`src/kclk_consts.svh`:
```
`ifndef KCLK_CONSTS_SVH
`define KCLK_CONSTS_SVH

// sample path
`define KCLK_WIDTH 16

// fraction output is one bit wider than this
`define KCLK_FRAC_BITS 15

//////////////////////////////
// sample buffer
//////////////////////////////

`define KCLK_FIFO_DEPTH 2048
`define KCLK_PTR_BITS 11

//////////////////////////////
// threshold calibration
//////////////////////////////

`define KCLK_CALIB_SAMPLES 500
`define KCLK_CALIB_CNT_BITS 10

`endif

```
`src/kclk_pkg.sv`:
```
package kclk_pkg;

`include "kclk_consts.svh"

    // raw sample, also used for threshold and divider operands
    typedef logic [`KCLK_WIDTH-1:0] sample_t;

    // rounded sub-sample position
    typedef logic [`KCLK_FRAC_BITS:0] frac_t;

    // raw quotient, one guard bit below the result
    typedef logic [`KCLK_FRAC_BITS+1:0] quot_t;

    typedef logic [`KCLK_PTR_BITS-1:0] fifo_ptr_t;

    typedef logic [`KCLK_CALIB_CNT_BITS-1:0] calib_cnt_t;

    typedef enum logic [1:0] {
        CALIB,
        MEAN_LOAD,
        RUN
    } ctrl_state_t;

endpackage

```
`src/level_stats.sv`:
```
`include "kclk_consts.svh"

module level_stats import kclk_pkg::*; (
    input  logic    clk,
    input  logic    rst_n,
    input  sample_t i_data,
    input  logic    i_stats_en,
    input  logic    i_mean_load,
    output sample_t o_mean
);

    sample_t              min_val;
    sample_t              max_val;
    logic [`KCLK_WIDTH:0] sum_val;

    //////////////////////////////
    // running extremes
    //////////////////////////////

    always_ff @(posedge clk or negedge rst_n) begin
        if (!rst_n) begin
            min_val <= '1;
            max_val <= '0;
        end else if (i_stats_en) begin
            if (i_data < min_val) begin
                min_val <= i_data;
            end
            if (i_data > max_val) begin
                max_val <= i_data;
            end
        end
    end

    //////////////////////////////
    // midpoint threshold
    //////////////////////////////

    // extra bit keeps the carry
    assign sum_val = {1'b0, min_val} + {1'b0, max_val};

    always_ff @(posedge clk or negedge rst_n) begin
        if (!rst_n) begin
            o_mean <= '0;
        end else if (i_mean_load) begin
            // floor of the midpoint
            o_mean <= sum_val[`KCLK_WIDTH:1];
        end
    end

endmodule

```
`config.mk`:
```
export PLATFORM = sky130hd
export DESIGN_NAME = level_stats
export DESIGN_NICKNAME = d
export VERILOG_FILES = /design/src/kclk_pkg.sv /design/src/level_stats.sv
export VERILOG_INCLUDE_DIRS = /design/src
export SDC_FILE = /design/constraint.sdc
export NUM_CORES = 1
export LEC_CHECK = 0
export ABC_AREA = 1
export BUFFER_PORTS_ARGS = -buffer_cell sky130_fd_sc_hd__clkbuf_2
export CAP_MARGIN = 20
export CORE_ASPECT_RATIO = 0.7
export CORE_MARGIN = 1
export CORE_UTILIZATION = 50
export CTS_CLUSTER_SIZE = 10
export DETAILED_ROUTE_END_ITERATION = 16
export PLACE_DENSITY = 0.76
export SLEW_MARGIN = 20
export SYNTH_ARGS = -nofsm -noshare
export SYNTH_HDL_FRONTEND = slang
export SYNTH_SLANG_ARGS = --single-unit
```
`constraint.sdc`:
```
create_clock -name clk -period 4.3 [get_ports clk]
set_input_delay 0.86 -clock clk [delete_from_list [all_inputs] [get_ports clk]]
set_output_delay 0.86 -clock clk [all_outputs]
set_load 0.02 [all_outputs]
```
==> flow_summary.json <==
{
  "cp_data_required_time_ns": 4.51,
  "viasPerCell": 5.18,
  "r2r-start": "max_val[15]",
  "fin_ws_ns": 1.72,
  "combPwrFrac_pct": 60.9,
  "rsz0062_at_grt": "false",
  "fin_skew_ns": 0.00665,
  "syn_to_final_growth_pct": 8.91,
  "post-synth-top-area-cell": "dfrtp_1",
  "syn_nets": 574,
  "clockPowerShare_pct": 8.8,
  "outcome": "completed",
  "port_buffers": 35,
  "final_nets": 608,
  "startpoint_type": "input port",
  "first_pass_iters": 6,
  "io_pins": 36,
  "r2r_end": "max_val[4]",
  "h-tree-depth": 2,
  "final_layout_size_suffix_gt1_share_pct": 12.7,
  "holdPathStages": 2,
  "seqCellArea_mm2": 0.00122,
  "vdd_drop_max_uv": 316,
  "placed_area_mm2": 0.00386,
  "die_width_um": 104,
  "antenna_found_initial": 0,
  "overflow": 0,
  "slew_headroom_pct": 37.4,
  "avgSynthCellArea_um2": 7.14,
  "cts_tree": "done",
  "clockRootBuffer": "clkbuf_8",
  "fin_cells": 636,
  "clk_path_buf_depth": 2,
  "synth_edf_count": 0,
  "clk_latency_ns": 0.31,
  "antenna_cells": 0,
  "yosysMostFrequentCell": "nand2_1",
  "cts_resized": 0,
  "worst_slew_pin_slew_ns": 0.939,
  "final_max_slew_viol_count": 0,
  "synthFlopType": "dfrtp_1",
  "numCtsBuffers": 5,
  "min_period_ns": 2.58,
  "fillerInstances": 647,
  "finalCritPeriodShare_pct": 60.1,
  "fin_util_pct": 57.3,
  "preCtsSetupSlack_ns": 1.39,
  "multi_input_area_mm2": 0.00204,
  "power_leakage_nw": 2.29,
  "vias": 3294,
  "power_mw": 3.09,
  "start_util_pct": 52.6,
  "r2r_slack_ns": 1.93,
  "ant_nets": 0,
  "drt_wl_total_um": 8490,
  "yosysWarnings": 0,
  "dp.final_hpwl_um": 6490,
  "clkSlewWorstSetupHoldPaths_ns": 0.09,
  "setup_viol": 0,
  "drv_cap": 0,
  "drt_first_iter_violations": 195,
  "hold_path.class": "flop to flop",
  "async_flop_share_pct": 100,
  "dieArea_mm2": 0.00759,
  "synthTopCellsByArea": "dfrtp_1, nand2_1, ha_1",
  "dp_cells": 628,
  "grt_pass1_vias": 2951,
  "pwr-share-seq_pct": 30.2,
  "p_per_area_mw_per_mm2": 782,
  "netlist_area_mm2": 0.00362,
  "drc": 0,
  "grtUsageTotal_pct": 24.3,
  "cp-end-kind": "flop",
  "fmax_mhz": 387,
  "netSwitchingFraction_pct": 50.3,
  "yosysSeqAreaShare_pct": 33.7,
  "worstPathMaxFanout": 17,
  "power.net_switching_mw": 1.55,
  "synth-seq-cells": 48,
  "cts_hold_buf": 0,
  "die_h_um": 73.2,
  "worst_hold_slack_ns": 0.477,
  "design_area_mm2": 0.00394,
  "hold_viol_final": 0,
  "hold_end": "min_val[0]",
  "hold_start": "min_val[0]",
  "synthCells": 507,
  "synth_top_area_share_pct": 22.1,
  "gp_congestion": 0.858,
  "cts_setup_buffers": 0,
  "worst_ep_arrival_time_ns": 2.79,
  "grt_max_degree": 28,
  "cts_sinks": 48,
  "fp-row-count": 25,
  "coreArea_mm2": 0.00688,
  "p_int_mw": 1.53,
  "critPathKind": "input port to flop",
  "ys_top_cells_by_count": "nand2_1, inv_1, nand3_1",
  "grt_pass1_wl_um": 14400,
  "ys_types": 31,
  "final.setup.tns_ns": 0,
  "reg2reg_depth": 10,
  "wl_per_cell_um": 13.3
}
cells in the final DEF, fill, tap and decap left out, types with 3 or more instances in the layout:
master,count
nor2_1,18
nand2_1,195
dfstp_2,16
o21ai_0,10
clkbuf_8,5
nand3_1,48
xnor2_1,6
a21oi_1,23
inv_1,80
ha_1,46
nand2_2,3
dfrtp_1,32
nor3_1,5
clkbuf_2,35
logic make-up (layout without fill, tap and decap cells):
kind of cell,Yosys count,count (layout),synth area share [%]
AOI/OAI and AO/OA,39,39,6.08
xor gates and xnor gates,6,6,1.45
adders and majority gates,47,47,16.4
buffers and inverters,89,124,9.92
DFF,48,48,33.7
and+or+nand+nor,278,278,32.4
routing by layer:
| layer | GRT usage (%) | wire length [µm] |
|---|---|---|
| met5 | 0 | 0 |
| met1 | 35.8 | 4230 |
| met2 | 36.8 | 3580 |
| met3 | 5.45 | 614 |
| met4 | 4.13 | 60 |
power by group through the flow:
stage	Sequential, mW	Combinational [mW]	Clock, mW
floorplan	0.957	1.37	0
global placement	0.932	1.80	0
detailed placement	0.935	1.86	0
CTS	0.928	1.88	0.279
global route	0.963	2.17	0.294
finish	0.933	1.88	0.273
critical path, cell delays in order:
cell	delay, ns
clkbuf_2	0.14
ha_1	0.35
nand4_1	0.16
nor2_4	0.07
a21oi_2	0.74
nand2_4	0.28
nand2_1	0.12
nand2_1	0.06
registers in the layout, indices dropped and copies added, names as in the netlist:
register	flops
max_val	16
min_val	16
o_mean	16
area by class of cell:
type	count	share of cell area [%]
flip-flops and latches	48	31.0
clock buffers	7	1.94
well taps	94	2.98
repair buffers	36	4.63
clock inverters	1	0.127
multi-input cells	370	51.7
inverters	80	7.61
worst max path at each step:
stage          startpoint           to  slack [ns]  cells past startpoint
6_report        i_data[7]   max_val[4]        1.72                      8
5_1_grt        i_data[15]  max_val[11]        1.56                     10
4_1_cts        i_data[15]   max_val[4]        1.72                     10
3_5_place_dp   i_data[15]   max_val[4]        1.39                     10
3_3_place_gp   i_data[15]  max_val[11]        1.43                     10
2_1_floorplan  i_data[15]  max_val[10]        2.14                     10
Power figures use the tool's default switching activity.
