`src/kclk_consts.svh`:
```
`ifndef KCLK_CONSTS_SVH
`define KCLK_CONSTS_SVH

// sample path
`define KCLK_WIDTH 16

// fraction output is one bit wider than this
`define KCLK_FRAC_BITS 15

//////////////////////////////
// sample buffer
//////////////////////////////

`define KCLK_FIFO_DEPTH 2048
`define KCLK_PTR_BITS 11

//////////////////////////////
// threshold calibration
//////////////////////////////

`define KCLK_CALIB_SAMPLES 500
`define KCLK_CALIB_CNT_BITS 10

`endif

```
`src/kclk_pkg.sv`:
```
package kclk_pkg;

`include "kclk_consts.svh"

    // raw sample, also used for threshold and divider operands
    typedef logic [`KCLK_WIDTH-1:0] sample_t;

    // rounded sub-sample position
    typedef logic [`KCLK_FRAC_BITS:0] frac_t;

    // raw quotient, one guard bit below the result
    typedef logic [`KCLK_FRAC_BITS+1:0] quot_t;

    typedef logic [`KCLK_PTR_BITS-1:0] fifo_ptr_t;

    typedef logic [`KCLK_CALIB_CNT_BITS-1:0] calib_cnt_t;

    typedef enum logic [1:0] {
        CALIB,
        MEAN_LOAD,
        RUN
    } ctrl_state_t;

endpackage

```
`src/kclk_ctrl.sv`:
```
`include "kclk_consts.svh"

module kclk_ctrl import kclk_pkg::*; (
    input  logic clk,
    input  logic rst_n,
    input  logic i_valid,
    output logic o_stats_en,
    output logic o_mean_load,
    output logic o_rd_en
);

    ctrl_state_t state;
    ctrl_state_t state_nxt;
    calib_cnt_t  calib_cnt;
    logic        last_calib;

    // 500th valid sample during calibration
    assign last_calib = (state == CALIB) && i_valid &&
                        (calib_cnt == calib_cnt_t'(`KCLK_CALIB_SAMPLES - 1));

    always_comb begin
        state_nxt = state;
        case (state)
            CALIB: begin
                if (last_calib) begin
                    state_nxt = MEAN_LOAD;
                end
            end
            MEAN_LOAD: state_nxt = RUN;
            RUN:       state_nxt = RUN;
            default:   state_nxt = CALIB;
        endcase
    end

    always_ff @(posedge clk or negedge rst_n) begin
        if (!rst_n) begin
            state     <= CALIB;
            calib_cnt <= '0;
        end else begin
            state <= state_nxt;
            // count only samples that go into min/max
            if (o_stats_en) begin
                calib_cnt <= calib_cnt + 1'b1;
            end
        end
    end

    assign o_stats_en  = (state == CALIB) && i_valid;
    assign o_mean_load = (state == MEAN_LOAD);
    // drain stays on once running
    assign o_rd_en     = (state == RUN);

endmodule

```
`config.mk`:
```
export PLATFORM = sky130hd
export DESIGN_NAME = kclk_ctrl
export DESIGN_NICKNAME = d
export VERILOG_FILES = /design/src/kclk_pkg.sv /design/src/kclk_ctrl.sv
export VERILOG_INCLUDE_DIRS = /design/src
export SDC_FILE = /design/constraint.sdc
export NUM_CORES = 1
export LEC_CHECK = 0
export BUFFER_PORTS_ARGS = -buffer_cell sky130_fd_sc_hd__buf_2
export CORE_MARGIN = 2
export CORE_UTILIZATION = 40
export DETAILED_ROUTE_END_ITERATION = 10
export MAX_ROUTING_LAYER = met4
export SLEW_MARGIN = 20
export SYNTH_ARGS = -nofsm -noshare
export SYNTH_HDL_FRONTEND = slang
export SYNTH_SLANG_ARGS = --single-unit
```
`constraint.sdc`:
```
create_clock -name clk -period 5 [get_ports clk]
set_input_delay 0.5 -clock clk [delete_from_list [all_inputs] [get_ports clk]]
set_output_delay 0.5 -clock clk [all_outputs]
set_load 0.05 [all_outputs]
```
==> impl_metrics.env <==
export IMPL_vias=356
export IMPL_min_period_ns=2.06
export IMPL_hold_violations=0
export IMPL_r2r_start="calib_cnt[3]"
export IMPL_wl_per_cell_microns=12.1
export IMPL_crit_path_end_kind="output port"
export IMPL_setup_worst_path_class="reg -> out"
export IMPL_numCtsBuffers=3
export IMPL_track_usage=0.131
export IMPL_antenna_cells=0
export IMPL_rows=13
export IMPL_status="finished, final reports clean"
export IMPL_portBuffers=5
export IMPL_fin_setup_tns_ns=0
export IMPL_drtPass1Iterations=2
export IMPL_critPathMaxStageDelay_ns=0.40
export IMPL_syn_area_per_cell_sq_um=11.8
export IMPL_coreArea_sq_um=1330
export IMPL_ff2ff_path_depth=3
export IMPL_grt_first_pass_wirelength_mm=1.68
export IMPL_endpoint="o_stats_en"
export IMPL_worstPathArrival_ns=1.56
export IMPL_place_hpwl_microns=658
export IMPL_syn_nets=58
export IMPL_slew_headroom=0.789
export IMPL_drive_above_1_share=0.211
export IMPL_final_nets=67
export IMPL_period_share=0.412
export IMPL_cp_slowest_cell="dfrtp_1"
export IMPL_die_h_microns=42.3
export IMPL_cp_required_ns=4.50
export IMPL_synth_warnings=0
export IMPL_vdd_drop_max_v=0.000287
export IMPL_cp_start_kind="register"
export IMPL_cts_sinks=12
export IMPL_io_pins=6
export IMPL_antenna_found_initial=0
export IMPL_r2r_setup_slack_ns=3.25
export IMPL_die_area_sq_um=1790
export IMPL_synth_top_area_share=0.511
export IMPL_synthTopCellsByArea="dfrtp_1 51%, ha_1 11%, xor2_1 7.4%"
export IMPL_crit_path_start="state[0]"
export IMPL_p_per_area_nw_per_um2=430
export IMPL_detail_route_antenna_nets=0
export IMPL_ys_ff_latch=12
export IMPL_fp_dieW_microns=42.3
export IMPL_maxSlewViolCount=0
export IMPL_grt_pass1_vias=386
export IMPL_worstReg2RegEnd="state[1]"
export IMPL_path_buf_inv=2
export IMPL_gp_congestion=0.716
export IMPL_cts_htree_levels=1
export IMPL_start_util=0.441
export IMPL_yosysUniqueCellTypes=16
export IMPL_p_leak_uw=0.000313
export IMPL_tightest_slew_ns=0.314
export IMPL_rsz0062_at_grt="no"
export IMPL_drv_cap=0
export IMPL_grt_max_degree=13
export IMPL_drtIter0Drc=5
export IMPL_clkLatencyLatePin_ns=0.26
export IMPL_critPathTopFamily="buffers and inverters"
export IMPL_cts_resized=0
export IMPL_postLayoutCoreUtil=0.488
export IMPL_fmax_mhz=486
export IMPL_cts_tree="done"
export IMPL_skew_ns=0.000186
export IMPL_hold_path_class="in -> async"
export IMPL_wl_microns=868
export IMPL_root_buffer="clkbuf_4"
export IMPL_crit_chain="inv_1, ha_1, and2_1, buf_2"
export IMPL_drc_errors=0
export IMPL_areaGrowthSynthToFinish_pct=10.6
export IMPL_synth_cells=50
export IMPL_syn_area_sq_um=588
export IMPL_post_drt_via_cell_ratio=4.94
export IMPL_path_depth=4
export IMPL_clkSlewWorstSetupHoldPaths_ns=0.06
export IMPL_cts_path_max_buffers=2
export IMPL_crit_fanout=6
export IMPL_yosysTopAreaCell="dfrtp_1"
export IMPL_grt_ovfl_total=0
export IMPL_yosysSeqAreaShare=0.511
export IMPL_post_cts_buffers=0
export IMPL_setup_violations=0
export IMPL_postCtsHoldBufs=0
[registers in the layout (all words and copies together), names as in the netlist]
signal / cells
state: 2
calib_cnt: 10
[cell usage after synthesis]
cell	number
nand4_1	3
mux2_2	3
xnor2_1	4
ha_1	5
inv_1	3
nor3_1	2
clkbuf_1	1
or4b_1	1
xor2_1	5
nor2_1	2
dfrtp_1	12
and2_1	1
nand3_1	3
o31ai_2	1
nand2_1	3
nor4_1	1
[layout make-up]
class                      count  area, sq um
tap                           15         18.8
timing repair buffer           5         25.0
sequential                    12          300
fill                         143          683
multi-input combinational     34          273
clock buffer                   3         22.5
inverter                       3         11.3
[logic make-up (layout without fill, tap and decap cells)]
| kind of cell | after synthesis | count (layout) | share of synthesized area |
|---|---|---|---|
| flip-flops | 12 | 12 | 0.511 |
| buffers and inverters | 4 | 11 | 0.0255 |
| XOR/XNOR | 9 | 9 | 0.134 |
| AO/OA/AOI/OAI | 1 | 1 | 0.0213 |
| multiplexers | 3 | 3 | 0.0574 |
| adder cells (fa/ha/maj) | 5 | 5 | 0.106 |
| AND/OR/NAND/NOR | 16 | 16 | 0.145 |
[metrics by stage]
step / total power, uW / cell area [sq um] / hold WS (ns) / setup slack (ns) / cells
after global routing: 305 / 651 / 0.0990 / 2.80 / 72
after detailed placement: 228 / 628 / 0.392 / 3.16 / 69
after CTS: 285 / 651 / 0.104 / 2.92 / 72
final: 280 / 651 / 0.102 / 2.94 / 72
after floorplan: 209 / 588 / 0.204 / 3.14 / 50
after global placement: 226 / 628 / 0.396 / 3.17 / 69
[worst min path at each step]
stage	start	endpoint	slack, ns	cells after the start
after floorplan	rst_n	calib_cnt[0]	0.20	0
after global placement	rst_n	calib_cnt[3]	0.40	1
after detailed placement	rst_n	state[0]	0.39	1
after CTS	rst_n	state[0]	0.10	1
after global routing	rst_n	calib_cnt[8]	0.1	1
final	rst_n	calib_cnt[6]	0.10	1
[layer usage]
| layer | up-vias | share of wire | global-route usage |
|---|---|---|---|
| li1 | 183 | - | - |
| met1 | 164 | 0.47 | 0.161 |
| met2 | 7 | 0.47 | 0.191 |
| met3 | 2 | 0.055 | 0.0647 |
| met4 | 0 | 0.0069 | 0.0375 |
| met5 | - | 0 | - |
[cell usage in the layout (no fill, tap or decap)]
master / Yosys / final
dfrtp_1: 12 / 12
xor2_1: 5 / 5
ha_1: 5 / 5
buf_2: 0 / 5
xnor2_1: 4 / 4
inv_1: 3 / 3
nand4_1: 3 / 3
nand2_1: 3 / 3
mux2_2: 3 / 3
nand3_1: 3 / 3
clkbuf_4: 0 / 3
nor3_1: 2 / 2
nor2_1: 2 / 2
and2_1: 1 / 1
or4b_1: 1 / 1
o31ai_2: 1 / 1
nor4_1: 1 / 1
[power breakdown]
group | switching, uW | internal, uW | total (uW)
Sequential | 32.9 | 128 | 161
Combinational | 31.3 | 33.0 | 64.3
Clock | 27.3 | 27.8 | 55.1
(Power assumes the default switching activity.)
