**config.mk**
```make
export PLATFORM = sky130hd
export DESIGN_NAME = crossing_detector
export DESIGN_NICKNAME = d
export VERILOG_FILES = /design/src/kclk_pkg.sv /design/src/crossing_detector.sv
export VERILOG_INCLUDE_DIRS = /design/src
export SDC_FILE = /design/constraint.sdc
export NUM_CORES = 1
export LEC_CHECK = 0
export ABC_AREA = 0
export BUFFER_PORTS_ARGS = -buffer_cell sky130_fd_sc_hd__buf_2
export CAP_MARGIN = 20
export CORE_UTILIZATION = 40
export CTS_CLUSTER_SIZE = 24
export DETAILED_ROUTE_END_ITERATION = 10
export GPL_ROUTABILITY_DRIVEN = 0
export GPL_TIMING_DRIVEN = 0
export PLACE_DENSITY_LB_ADDON = 0.08
export SETUP_SLACK_MARGIN = 0.05
export SYNTH_ARGS = -nofsm -noshare
export SYNTH_HDL_FRONTEND = slang
export SYNTH_SLANG_ARGS = --single-unit
```
**constraint.sdc**
```tcl
create_clock -name clk -period 6.25 [get_ports clk]
set_input_delay 1.875 -clock clk [delete_from_list [all_inputs] [get_ports clk]]
set_output_delay 1.875 -clock clk [all_outputs]
set_load 0.02 [all_outputs]
```
**src/kclk_consts.svh**
```systemverilog
`ifndef KCLK_CONSTS_SVH
`define KCLK_CONSTS_SVH

// sample path
`define KCLK_WIDTH 16

// fraction output is one bit wider than this
`define KCLK_FRAC_BITS 15

//////////////////////////////
// sample buffer
//////////////////////////////

`define KCLK_FIFO_DEPTH 2048
`define KCLK_PTR_BITS 11

//////////////////////////////
// threshold calibration
//////////////////////////////

`define KCLK_CALIB_SAMPLES 500
`define KCLK_CALIB_CNT_BITS 10

`endif

```
**src/kclk_pkg.sv**
```systemverilog
package kclk_pkg;

`include "kclk_consts.svh"

    // raw sample, also used for threshold and divider operands
    typedef logic [`KCLK_WIDTH-1:0] sample_t;

    // rounded sub-sample position
    typedef logic [`KCLK_FRAC_BITS:0] frac_t;

    // raw quotient, one guard bit below the result
    typedef logic [`KCLK_FRAC_BITS+1:0] quot_t;

    typedef logic [`KCLK_PTR_BITS-1:0] fifo_ptr_t;

    typedef logic [`KCLK_CALIB_CNT_BITS-1:0] calib_cnt_t;

    typedef enum logic [1:0] {
        CALIB,
        MEAN_LOAD,
        RUN
    } ctrl_state_t;

endpackage

```
**src/crossing_detector.sv**
```systemverilog
module crossing_detector import kclk_pkg::*; (
    input  logic    clk,
    input  logic    rst_n,
    input  sample_t i_sample,
    input  logic    i_sample_valid,
    input  sample_t i_mean,
    output sample_t o_num,
    output sample_t o_den,
    output logic    o_cross_valid
);

    sample_t prev_sample;
    logic    have_prev;
    logic    falling;

    // below threshold now, at or above it before
    assign falling = i_sample_valid && have_prev &&
                     (i_sample < i_mean) && (prev_sample >= i_mean);

    //////////////////////////////
    // previous sample
    //////////////////////////////

    always_ff @(posedge clk) begin
        if (i_sample_valid) begin
            prev_sample <= i_sample;
        end
    end

    always_ff @(posedge clk or negedge rst_n) begin
        if (!rst_n) begin
            have_prev <= 1'b0;
        end else if (i_sample_valid) begin
            have_prev <= 1'b1;
        end
    end

    //////////////////////////////
    // divider operands
    //////////////////////////////

    // num < den and den > 0 follow from the test above
    always_ff @(posedge clk) begin
        if (falling) begin
            o_num <= prev_sample - i_mean;
            o_den <= prev_sample - i_sample;
        end
    end

    always_ff @(posedge clk or negedge rst_n) begin
        if (!rst_n) begin
            o_cross_valid <= 1'b0;
        end else begin
            o_cross_valid <= falling;
        end
    end

endmodule

```
==> flow_metrics.env <==
export IMPL_grt_pass1_wl_mm=13.37
export IMPL_crit_family="compound AO/OA/AOI/OAI gates"
export IMPL_status="finished clean"
export IMPL_p_per_area_nw_per_um2=225.6
export IMPL_ys_ff_latch=50
export IMPL_synthArstFlopShare_pct=4.000
export IMPL_coreArea_um2=8763
export IMPL_drv_slew=0
export IMPL_synth_nets=445
export IMPL_num_vias=2857
export IMPL_min_path_type="flop to flop"
export IMPL_grt_usage_pct=17.42
export IMPL_seqPwrFrac_pct=43.3
export IMPL_swShare_pct=32.10
export IMPL_nNetsFinal=521
export IMPL_path_depth=9
export IMPL_pwr_share_comb_pct=32.0
export IMPL_antenna_found_initial=0
export IMPL_num_antenna_cells=0
export IMPL_yosysSeqAreaShare_pct=40.85
export IMPL_drt_pass1_iter_count=4
export IMPL_pwr_share_clk_pct=24.7
export IMPL_die_y_um=97.54
export IMPL_timing_final_ws_setup_ps=2009
export IMPL_synth_commonest_cells="48 x edfxtp_1, 46 x ha_1, 39 x inv_1"
export IMPL_rows=34
export IMPL_initial_core_util_pct=41.66
export IMPL_via_per_inst=5.223
export IMPL_hold_buffers=0
export IMPL_period_share_pct=67.85
export IMPL_synth_most_common_cell="edfxtp_1"
export IMPL_tritoncts="built"
export IMPL_die_w_um=97.54
export IMPL_crit_required_ps=6270
export IMPL_ys_flop_type="edfxtp_1"
export IMPL_netlist_top_cells_area="edfxtp_1 39%, ha_1 16%, a21oi_1 4.4%"
export IMPL_worst_pin_slew_ps=523.5
export IMPL_synth_top_area_share_pct=39.48
export IMPL_drtIter0Drc=95
export IMPL_path_clk_slew_ps=100
export IMPL_cts_path_max_buffers=2
export IMPL_internal_power_uw=655.0
export IMPL_port_buffer_count=67
export IMPL_grt_max_degree=19
export IMPL_final_min_clock_period_ps=4241
export IMPL_post_place_ws_ps=1680
export IMPL_design_area_um2=4277
export IMPL_cp_end_kind="flop"
export IMPL_worstHoldPathCells=1
export IMPL_clock_skew_ps=8.366
export IMPL_timing_worst_setup_path_type="primary input to flop"
export IMPL_wl_mm=8.063
export IMPL_placed_area_um2=4164
export IMPL_hpwl_mm=6.418
export IMPL_critPathSlowestCell="a211oi_4"
export IMPL_reg2regPathDepth=9
export IMPL_ant_nets=0
export IMPL_critPathMaxFanout=14
export IMPL_worstPathCellList="buf_2 -> ha_1 -> fa_1 -> nand2b_1 -> a21oi_1 -> o21ba_2 -> o2111ai_1 -> a211oi_4 -> buf_8"
export IMPL_vdd_drop_max_uv=100.7
export IMPL_slowest_delay_ps=540
export IMPL_synth_area_leader_cell="edfxtp_1"
export IMPL_netlist_area_um2=3651
export IMPL_grt_overflow=0
export IMPL_dieArea_um2=9513
export IMPL_syn2layout_area_growth_pct=17.13
export IMPL_start_kind="primary input"
export IMPL_syn_area_per_cell_um2=10.09
export IMPL_io_pin_count=68
export IMPL_yosys_warnings=0
export IMPL_yosysUniqueCellTypes=53
export IMPL_wl_per_cell_um=14.74
export IMPL_cts_resized=0
export IMPL_rsz0062_at_grt="no"
export IMPL_setup_tns_final_ps=0
export IMPL_synth_edf_count=48
export IMPL_grt_pass1_vias=2785
export IMPL_maxSlewHeadroom_pct=64.73
export IMPL_hold_viol=0
export IMPL_critical_path_arrival_ps=4260
export IMPL_path_buf_inv=2
export IMPL_clock_latency_ps=310
export IMPL_p_switching_uw=309.6
export IMPL_synthCells=362
export IMPL_root_buffer="clkbuf_8"
export IMPL_fmax_mhz=235.8
export IMPL_htree_levels=2
export IMPL_cts_sinks=50
export IMPL_cellLeakagePower_uw=0.001898
export IMPL_drcViolationCount=0
export IMPL_drive_above_1_share_pct=20.27
export IMPL_setup_viol=0
export IMPL_cts_setup_buffers=0
export IMPL_cap_violations=0
export IMPL_cts_buffers=5
## path summary, 6_finish.rpt
check                                 to  slack, ps      startpoint
max                             o_den[0]       2010       i_mean[0]
min                            have_prev        480       have_prev
max reg2reg                     o_den[0]       3300  prev_sample[0]
min reg2reg                    have_prev        480       have_prev
max in group asynchronous      have_prev       4830           rst_n
min in group asynchronous  o_cross_valid       1330           rst_n
## through the flow
stage	instances	power, uW	util [%]	hold WS (ps)
after global routing	547	1022	48.80	492.4
after detailed placement	539	731.0	47.52	463.4
after floorplan	362	649.0	-	439.4
final	547	964.7	48.80	481.0
after global placement	537	725.9	47.03	461.6
after CTS	547	978.6	48.80	488.5
## kinds of logic after synthesis
family | synth area share (%)
AO/OA/AOI/OAI | 19.29
XOR/XNOR | 4.318
adder cells (fa/ha/maj) | 16.86
buffers and inverters | 4.729
flip-flops | 40.85
multiplexers | 0.2742
AND/OR/NAND/NOR | 13.67
## metal layers
metal / global-route usage, % / vias up / wire length (um)
met1: 24.66 / 1313 / 4124
met4: 4.412 / 0 / 107
met5: 0 / - / 0
li1: - / 1486 / -
met2: 27.60 / 50 / 3597
met3: 3.022 / 8 / 233
## layout by cell type (no fill, tap or decap), types with 5 or more instances in the layout
| master | count |
|---|---|
| buf_2 | 67 |
| edfxtp_1 | 48 |
| ha_1 | 46 |
| inv_1 | 39 |
| a21oi_1 | 32 |
| nand2_1 | 20 |
| nor2_1 | 20 |
| o21ai_0 | 18 |
| a21o_1 | 13 |
| xnor2_1 | 12 |
| nor3_1 | 10 |
| nand3_1 | 9 |
| clkbuf_1 | 7 |
| xor2_1 | 6 |
| nand4_1 | 6 |
| o211ai_1 | 6 |
| nand2b_1 | 6 |
| o21a_1 | 5 |
| clkbuf_8 | 5 |
## power by group through the flow
stage / clock network (uW) / logic, uW / registers (uW)
2_1_floorplan: 0 / 207 / 442
3_3_place_gp: 0 / 300 / 426
3_5_place_dp: 0 / 307 / 425
4_1_cts: 251 / 310 / 417
5_1_grt: 255 / 347 / 419
6_report: 238 / 309 / 417
## sequential cells by signal, summed over array words and instances, names as in the netlist
name / flops
have_prev: 1
o_cross_valid: 1
o_den: 16
o_num: 16
prev_sample: 16
## layout make-up
type                    instances  area [um^2]
plain buffers                   7        26.28
clock buffers                   5        68.82
clock inverters                 3        43.79
fillers                       823         4487
inverters                      39        146.4
multi-input cells             266         1999
flip-flops and latches         50         1491
well taps                     108        135.1
repair buffers                 69        365.4
Note: power is estimated with default switching activity, not from simulation.
