`src/kclk_consts.svh`:
```
`ifndef KCLK_CONSTS_SVH
`define KCLK_CONSTS_SVH

// sample path
`define KCLK_WIDTH 16

// fraction output is one bit wider than this
`define KCLK_FRAC_BITS 15

//////////////////////////////
// sample buffer
//////////////////////////////

`define KCLK_FIFO_DEPTH 2048
`define KCLK_PTR_BITS 11

//////////////////////////////
// threshold calibration
//////////////////////////////

`define KCLK_CALIB_SAMPLES 500
`define KCLK_CALIB_CNT_BITS 10

`endif

```
`src/kclk_pkg.sv`:
```
package kclk_pkg;

`include "kclk_consts.svh"

    // raw sample, also used for threshold and divider operands
    typedef logic [`KCLK_WIDTH-1:0] sample_t;

    // rounded sub-sample position
    typedef logic [`KCLK_FRAC_BITS:0] frac_t;

    // raw quotient, one guard bit below the result
    typedef logic [`KCLK_FRAC_BITS+1:0] quot_t;

    typedef logic [`KCLK_PTR_BITS-1:0] fifo_ptr_t;

    typedef logic [`KCLK_CALIB_CNT_BITS-1:0] calib_cnt_t;

    typedef enum logic [1:0] {
        CALIB,
        MEAN_LOAD,
        RUN
    } ctrl_state_t;

endpackage

```
`src/fraction_divider.sv`:
```
`include "kclk_consts.svh"

module fraction_divider import kclk_pkg::*; (
    input  logic    clk,
    input  logic    rst_n,
    input  sample_t i_num,
    input  sample_t i_den,
    input  logic    i_valid,
    output frac_t   o_frac,
    output logic    o_valid
);

    // one quotient bit per stage, plus the guard bit
    localparam int STAGES = `KCLK_FRAC_BITS + 1;

    // index 0 is the input stage
    sample_t           rem_q [0:STAGES-1];
    sample_t           den_q [0:STAGES-1];
    quot_t             quo_q [1:STAGES];
    logic [STAGES:0]   vld_q;

    sample_t           rem_d [1:STAGES];
    quot_t             quo_d [1:STAGES];

    //////////////////////////////
    // restoring stages
    //////////////////////////////

    always_comb begin : trial_sub
        logic [`KCLK_WIDTH:0] shifted;
        logic [`KCLK_WIDTH:0] diff;
        quot_t                quo_prev;
        // first stage starts from an empty quotient
        quo_prev = '0;
        for (int k = 1; k <= STAGES; k++) begin
            shifted = {rem_q[k-1], 1'b0};
            diff    = shifted - {1'b0, den_q[k-1]};
            // no borrow means the divisor fits
            if (!diff[`KCLK_WIDTH]) begin
                rem_d[k] = diff[`KCLK_WIDTH-1:0];
                quo_d[k] = {quo_prev[`KCLK_WIDTH-1:0], 1'b1};
            end else begin
                rem_d[k] = shifted[`KCLK_WIDTH-1:0];
                quo_d[k] = {quo_prev[`KCLK_WIDTH-1:0], 1'b0};
            end
            quo_prev = quo_q[k];
        end
    end

    always_ff @(posedge clk) begin
        rem_q[0] <= i_num;
        den_q[0] <= i_den;
        for (int k = 1; k < STAGES; k++) begin
            rem_q[k] <= rem_d[k];
            den_q[k] <= den_q[k-1];
        end
        for (int k = 1; k <= STAGES; k++) begin
            quo_q[k] <= quo_d[k];
        end
        // round half up on the guard bit
        o_frac <= quo_q[STAGES][`KCLK_WIDTH:1] + frac_t'(quo_q[STAGES][0]);
    end

    //////////////////////////////
    // valid shift
    //////////////////////////////

    always_ff @(posedge clk or negedge rst_n) begin
        if (!rst_n) begin
            vld_q   <= '0;
            o_valid <= 1'b0;
        end else begin
            vld_q   <= {vld_q[STAGES-1:0], i_valid};
            o_valid <= vld_q[STAGES];
        end
    end

endmodule

```
`config.mk`:
```
export PLATFORM = sky130hd
export DESIGN_NAME = fraction_divider
export DESIGN_NICKNAME = d
export VERILOG_FILES = /design/src/kclk_pkg.sv /design/src/fraction_divider.sv
export VERILOG_INCLUDE_DIRS = /design/src
export SDC_FILE = /design/constraint.sdc
export NUM_CORES = 1
export LEC_CHECK = 0
export ABC_AREA = 1
export BUFFER_PORTS_ARGS = -buffer_cell sky130_fd_sc_hd__buf_4
export CAP_MARGIN = 0
export CORE_MARGIN = 2
export CORE_UTILIZATION = 35
export CTS_BUF_LIST = sky130_fd_sc_hd__clkbuf_4 sky130_fd_sc_hd__clkbuf_8
export CTS_CLUSTER_DIAMETER = 150
export CTS_CLUSTER_SIZE = 20
export DETAILED_ROUTE_END_ITERATION = 6
export PLACE_DENSITY = 0.5
export SLEW_MARGIN = 20
export SYNTH_ARGS = -nofsm -noshare
export SYNTH_HDL_FRONTEND = slang
export SYNTH_SLANG_ARGS = --single-unit
```
`constraint.sdc`:
```
create_clock -name clk -period 2.2 [get_ports clk]
set_input_delay 0.22 -clock clk [delete_from_list [all_inputs] [get_ports clk]]
set_output_delay 0.22 -clock clk [all_outputs]
set_load 0.02 [all_outputs]
```
==> impl_metrics.toml <==
[run_status]
status = "finished, final reports clean"

[timing]
post-route-min-period_ns = 2.07
final-setup-viol-count = 0
finalMaxSlewViolations = 0
period_share = 0.942
worst_pin_slew_ns = 0.813
slew_headroom = 0.456
hold_violations = 0
timing.fmax_mhz = 483
whs_ns = 0.177
rsz0062_at_grt = "false"
skew_ns = 0.0376
tns_ns = 0

[logic_synthesis]
yosysWarnings = 0
ys_seq_area_frac = 0.404
yosys.area.top_type_share = 0.391
synth_cells = 4822
yosysUniqueCellTypes = 31
synth_seq_cells = 682
synth_area_per_cell_um2 = 7.05
syn-cell-area_um2 = 34000
synth_area_leader_cell = "dfxtp_1"
synth_area_leaders = "dfxtp_1, nand2_1, inv_1"
syn_nets = 5114

[worst_setup_path]
critPathCaptureType = "register"
critPathMaxFanout = 8
path_common_cell = "nand2_2"
cp.arrival_ns = 2.65
cp_top_family = "simple AND/OR/NAND/NOR gates"
critPathKind = "register to register"
critPathBufInv = 1
cpPeakStageDelay_ns = 0.42
cp_slowest_cell = "fa_1"
cp_num_cells = 12
cp.required_ns = 2.77
cp_cell_sequence = "inv_2, fa_1, nand2_1, nand2_1, nand3_2, nand2_2, nand2_2, nand2_2, nand2_2, nand2_2, nand2_1, nand2_1"
rr_worst_depth = 12
cp-start-kind = "register"

[clock_tree]
cts_tree = "built"
numCtsBuffers = 40
insertion_delay_ns = 0.68
clk_path_buf_depth = 3
clk_pin_slew_worst_paths_ns = 0.13
cts_root_buf = "clkbuf_8"
clock_sinks = 682
h-tree-depth = 2

[power]
p_comb_frac = 0.511
power.density_nw_per_um2 = 1340
p_int_mw = 26.7
vdd_drop_max_mv = 0.797
p_leak_nw = 21.1
seq_power_share = 0.373
p_sw_mw = 22.6
clockPowerShare = 0.116
switching_share = 0.459

[run]
maxCapViolCount = 0

[grt]
overflow = 0
grt_max_degree = 22
grt_pass1_vias = 25514
grt_antenna_before_repair = 5
grt_pass1_wl_um = 132000
grt.total_usage = 0.164

[die]
initial_utilization = 0.352
die_w_um = 316
rows = 114
ioPinCount = 52
die_area_um2 = 99600
fp.dieH_um = 316
design.core.area_um2 = 96400

[final_layout]
fin_nets = 5225
fillers = 10392
drive_gt1_frac = 0.0612
synthToLayoutAreaGrowth_pct = 7.97

[detailed_routing]
dr_total_vias = 26543
viasPerCell = 4.27
drt_wl_total_um = 80900
first_pass_iters = 5
wl_per_cell_um = 13.0
ant_nets = 0
drc = 0
first_iter_violations = 1431

[place]
place_congestion = 0.828
hpwl_um = 65300
io_buffers = 51

[worst_hold_path]
worstHoldPathType = "primary input to register"
hold_depth = 2
[state kept, by name, summed over array words and instances (netlist names)]
register and count:
den_q 256, o_frac 16, o_valid 1, quo_q 136
rem_q 256, vld_q 17
[cell families after synthesis]
kind of cell / count (synthesis) / share of synthesized area
AOI/OAI and AO/OA: 132 / 0.0216
xor gates and xnor gates: 118 / 0.0304
and+or+nand+nor: 2684 / 0.334
DFF: 682 / 0.404
buffers and inverters: 949 / 0.112
adders and majority gates: 257 / 0.0980
[synthesized netlist by cell type (all sizes together)]
cell / count
nand2: 2139
inv: 919
dfxtp: 664
ha: 242
nand3: 216
nor2: 186
a21oi: 128
xor2: 93
and2: 40
buf: 30
nand3b: 30
nand4: 28
nor3: 25
xnor2: 25
or2: 20
dfrtp: 18
fa: 15
o21ai: 2
o21a: 1
o21bai: 1
[routing by layer]
layer / GRT usage / vias to the layer above / part of all wire
met5: 0 / - / 0
li1: - / 14549 / -
met2: 0.283 / 251 / 0.46
met3: 0.0171 / 94 / 0.025
met4: 0.0439 / 0 / 0.024
met1: 0.218 / 11649 / 0.49
[per-stage QoR]
stage          setup WS, ns  instance area [um2]  instances  utilization  power, mW
5_1_grt             0.00262                36700       6214        0.380       54.6
6_report              0.128                36700       6216        0.380       49.3
2_1_floorplan         0.480                34000       4822            -       38.0
3_3_place_gp          0.130                35700       6130        0.370       43.9
3_5_place_dp          0.127                35700       6130        0.370       44.0
4_1_cts              0.0903                36700       6211        0.380       50.0
[cell type report]
cell class,count,area [um2],share of cell area
multi-input cells,3192,16400,0.448
flip-flops and latches,682,13700,0.375
inverters,919,3450,0.0940
well taps,1276,1600,0.0435
repair buffers,98,823,0.0224
clock buffers,45,594,0.0162
clock inverters,1,20.0,0.000546
diodes,3,7.51,0.000205
[power groups by stage]
| stage | Clock [mW] | Combinational (mW) | Sequential [mW] |
|---|---|---|---|
| after global routing | 6.51 | 29.3 | 18.8 |
| after floorplan | 0 | 20.3 | 17.8 |
| after CTS | 6.12 | 25.4 | 18.5 |
| final | 5.72 | 25.2 | 18.4 |
| after detailed placement | 0 | 25.2 | 18.8 |
| after global placement | 0 | 25.1 | 18.8 |
[cells in the final DEF, fill, tap and decap left out, types with 41 or more instances in the layout]
cell,Yosys,layout
nand2_1,2013,2013
inv_1,917,915
dfxtp_1,664,662
ha_1,242,242
nand3_1,205,204
nor2_1,176,176
a21oi_1,112,112
nand2_2,95,96
xor2_1,93,93
buf_4,0,63
clkbuf_8,0,41
[what timing repair did]
item / in CTS / in global routing
gates resized for setup: 0 / 5
hold endpoints to repair: 51 / 0
hold buffers: 35 / 0
endpoints found under the setup margin: 0 / 15
buffers inserted: 0 / 1
[path summary, 6_finish.rpt]
path	endpoint	slack [ns]	startpoint
max reg2reg	rem_q[0][56]	0.13	den_q[0][32]
min in group asynchronous	vld_q[11]	0.71	rst_n
min reg2reg	quo_q[0][240]	0.31	quo_q[0][222]
min	den_q[0][8]	0.18	i_den[8]
max in group asynchronous	vld_q[10]	0.98	rst_n
max	rem_q[0][56]	0.13	den_q[0][32]
(Power assumes the default switching activity.)
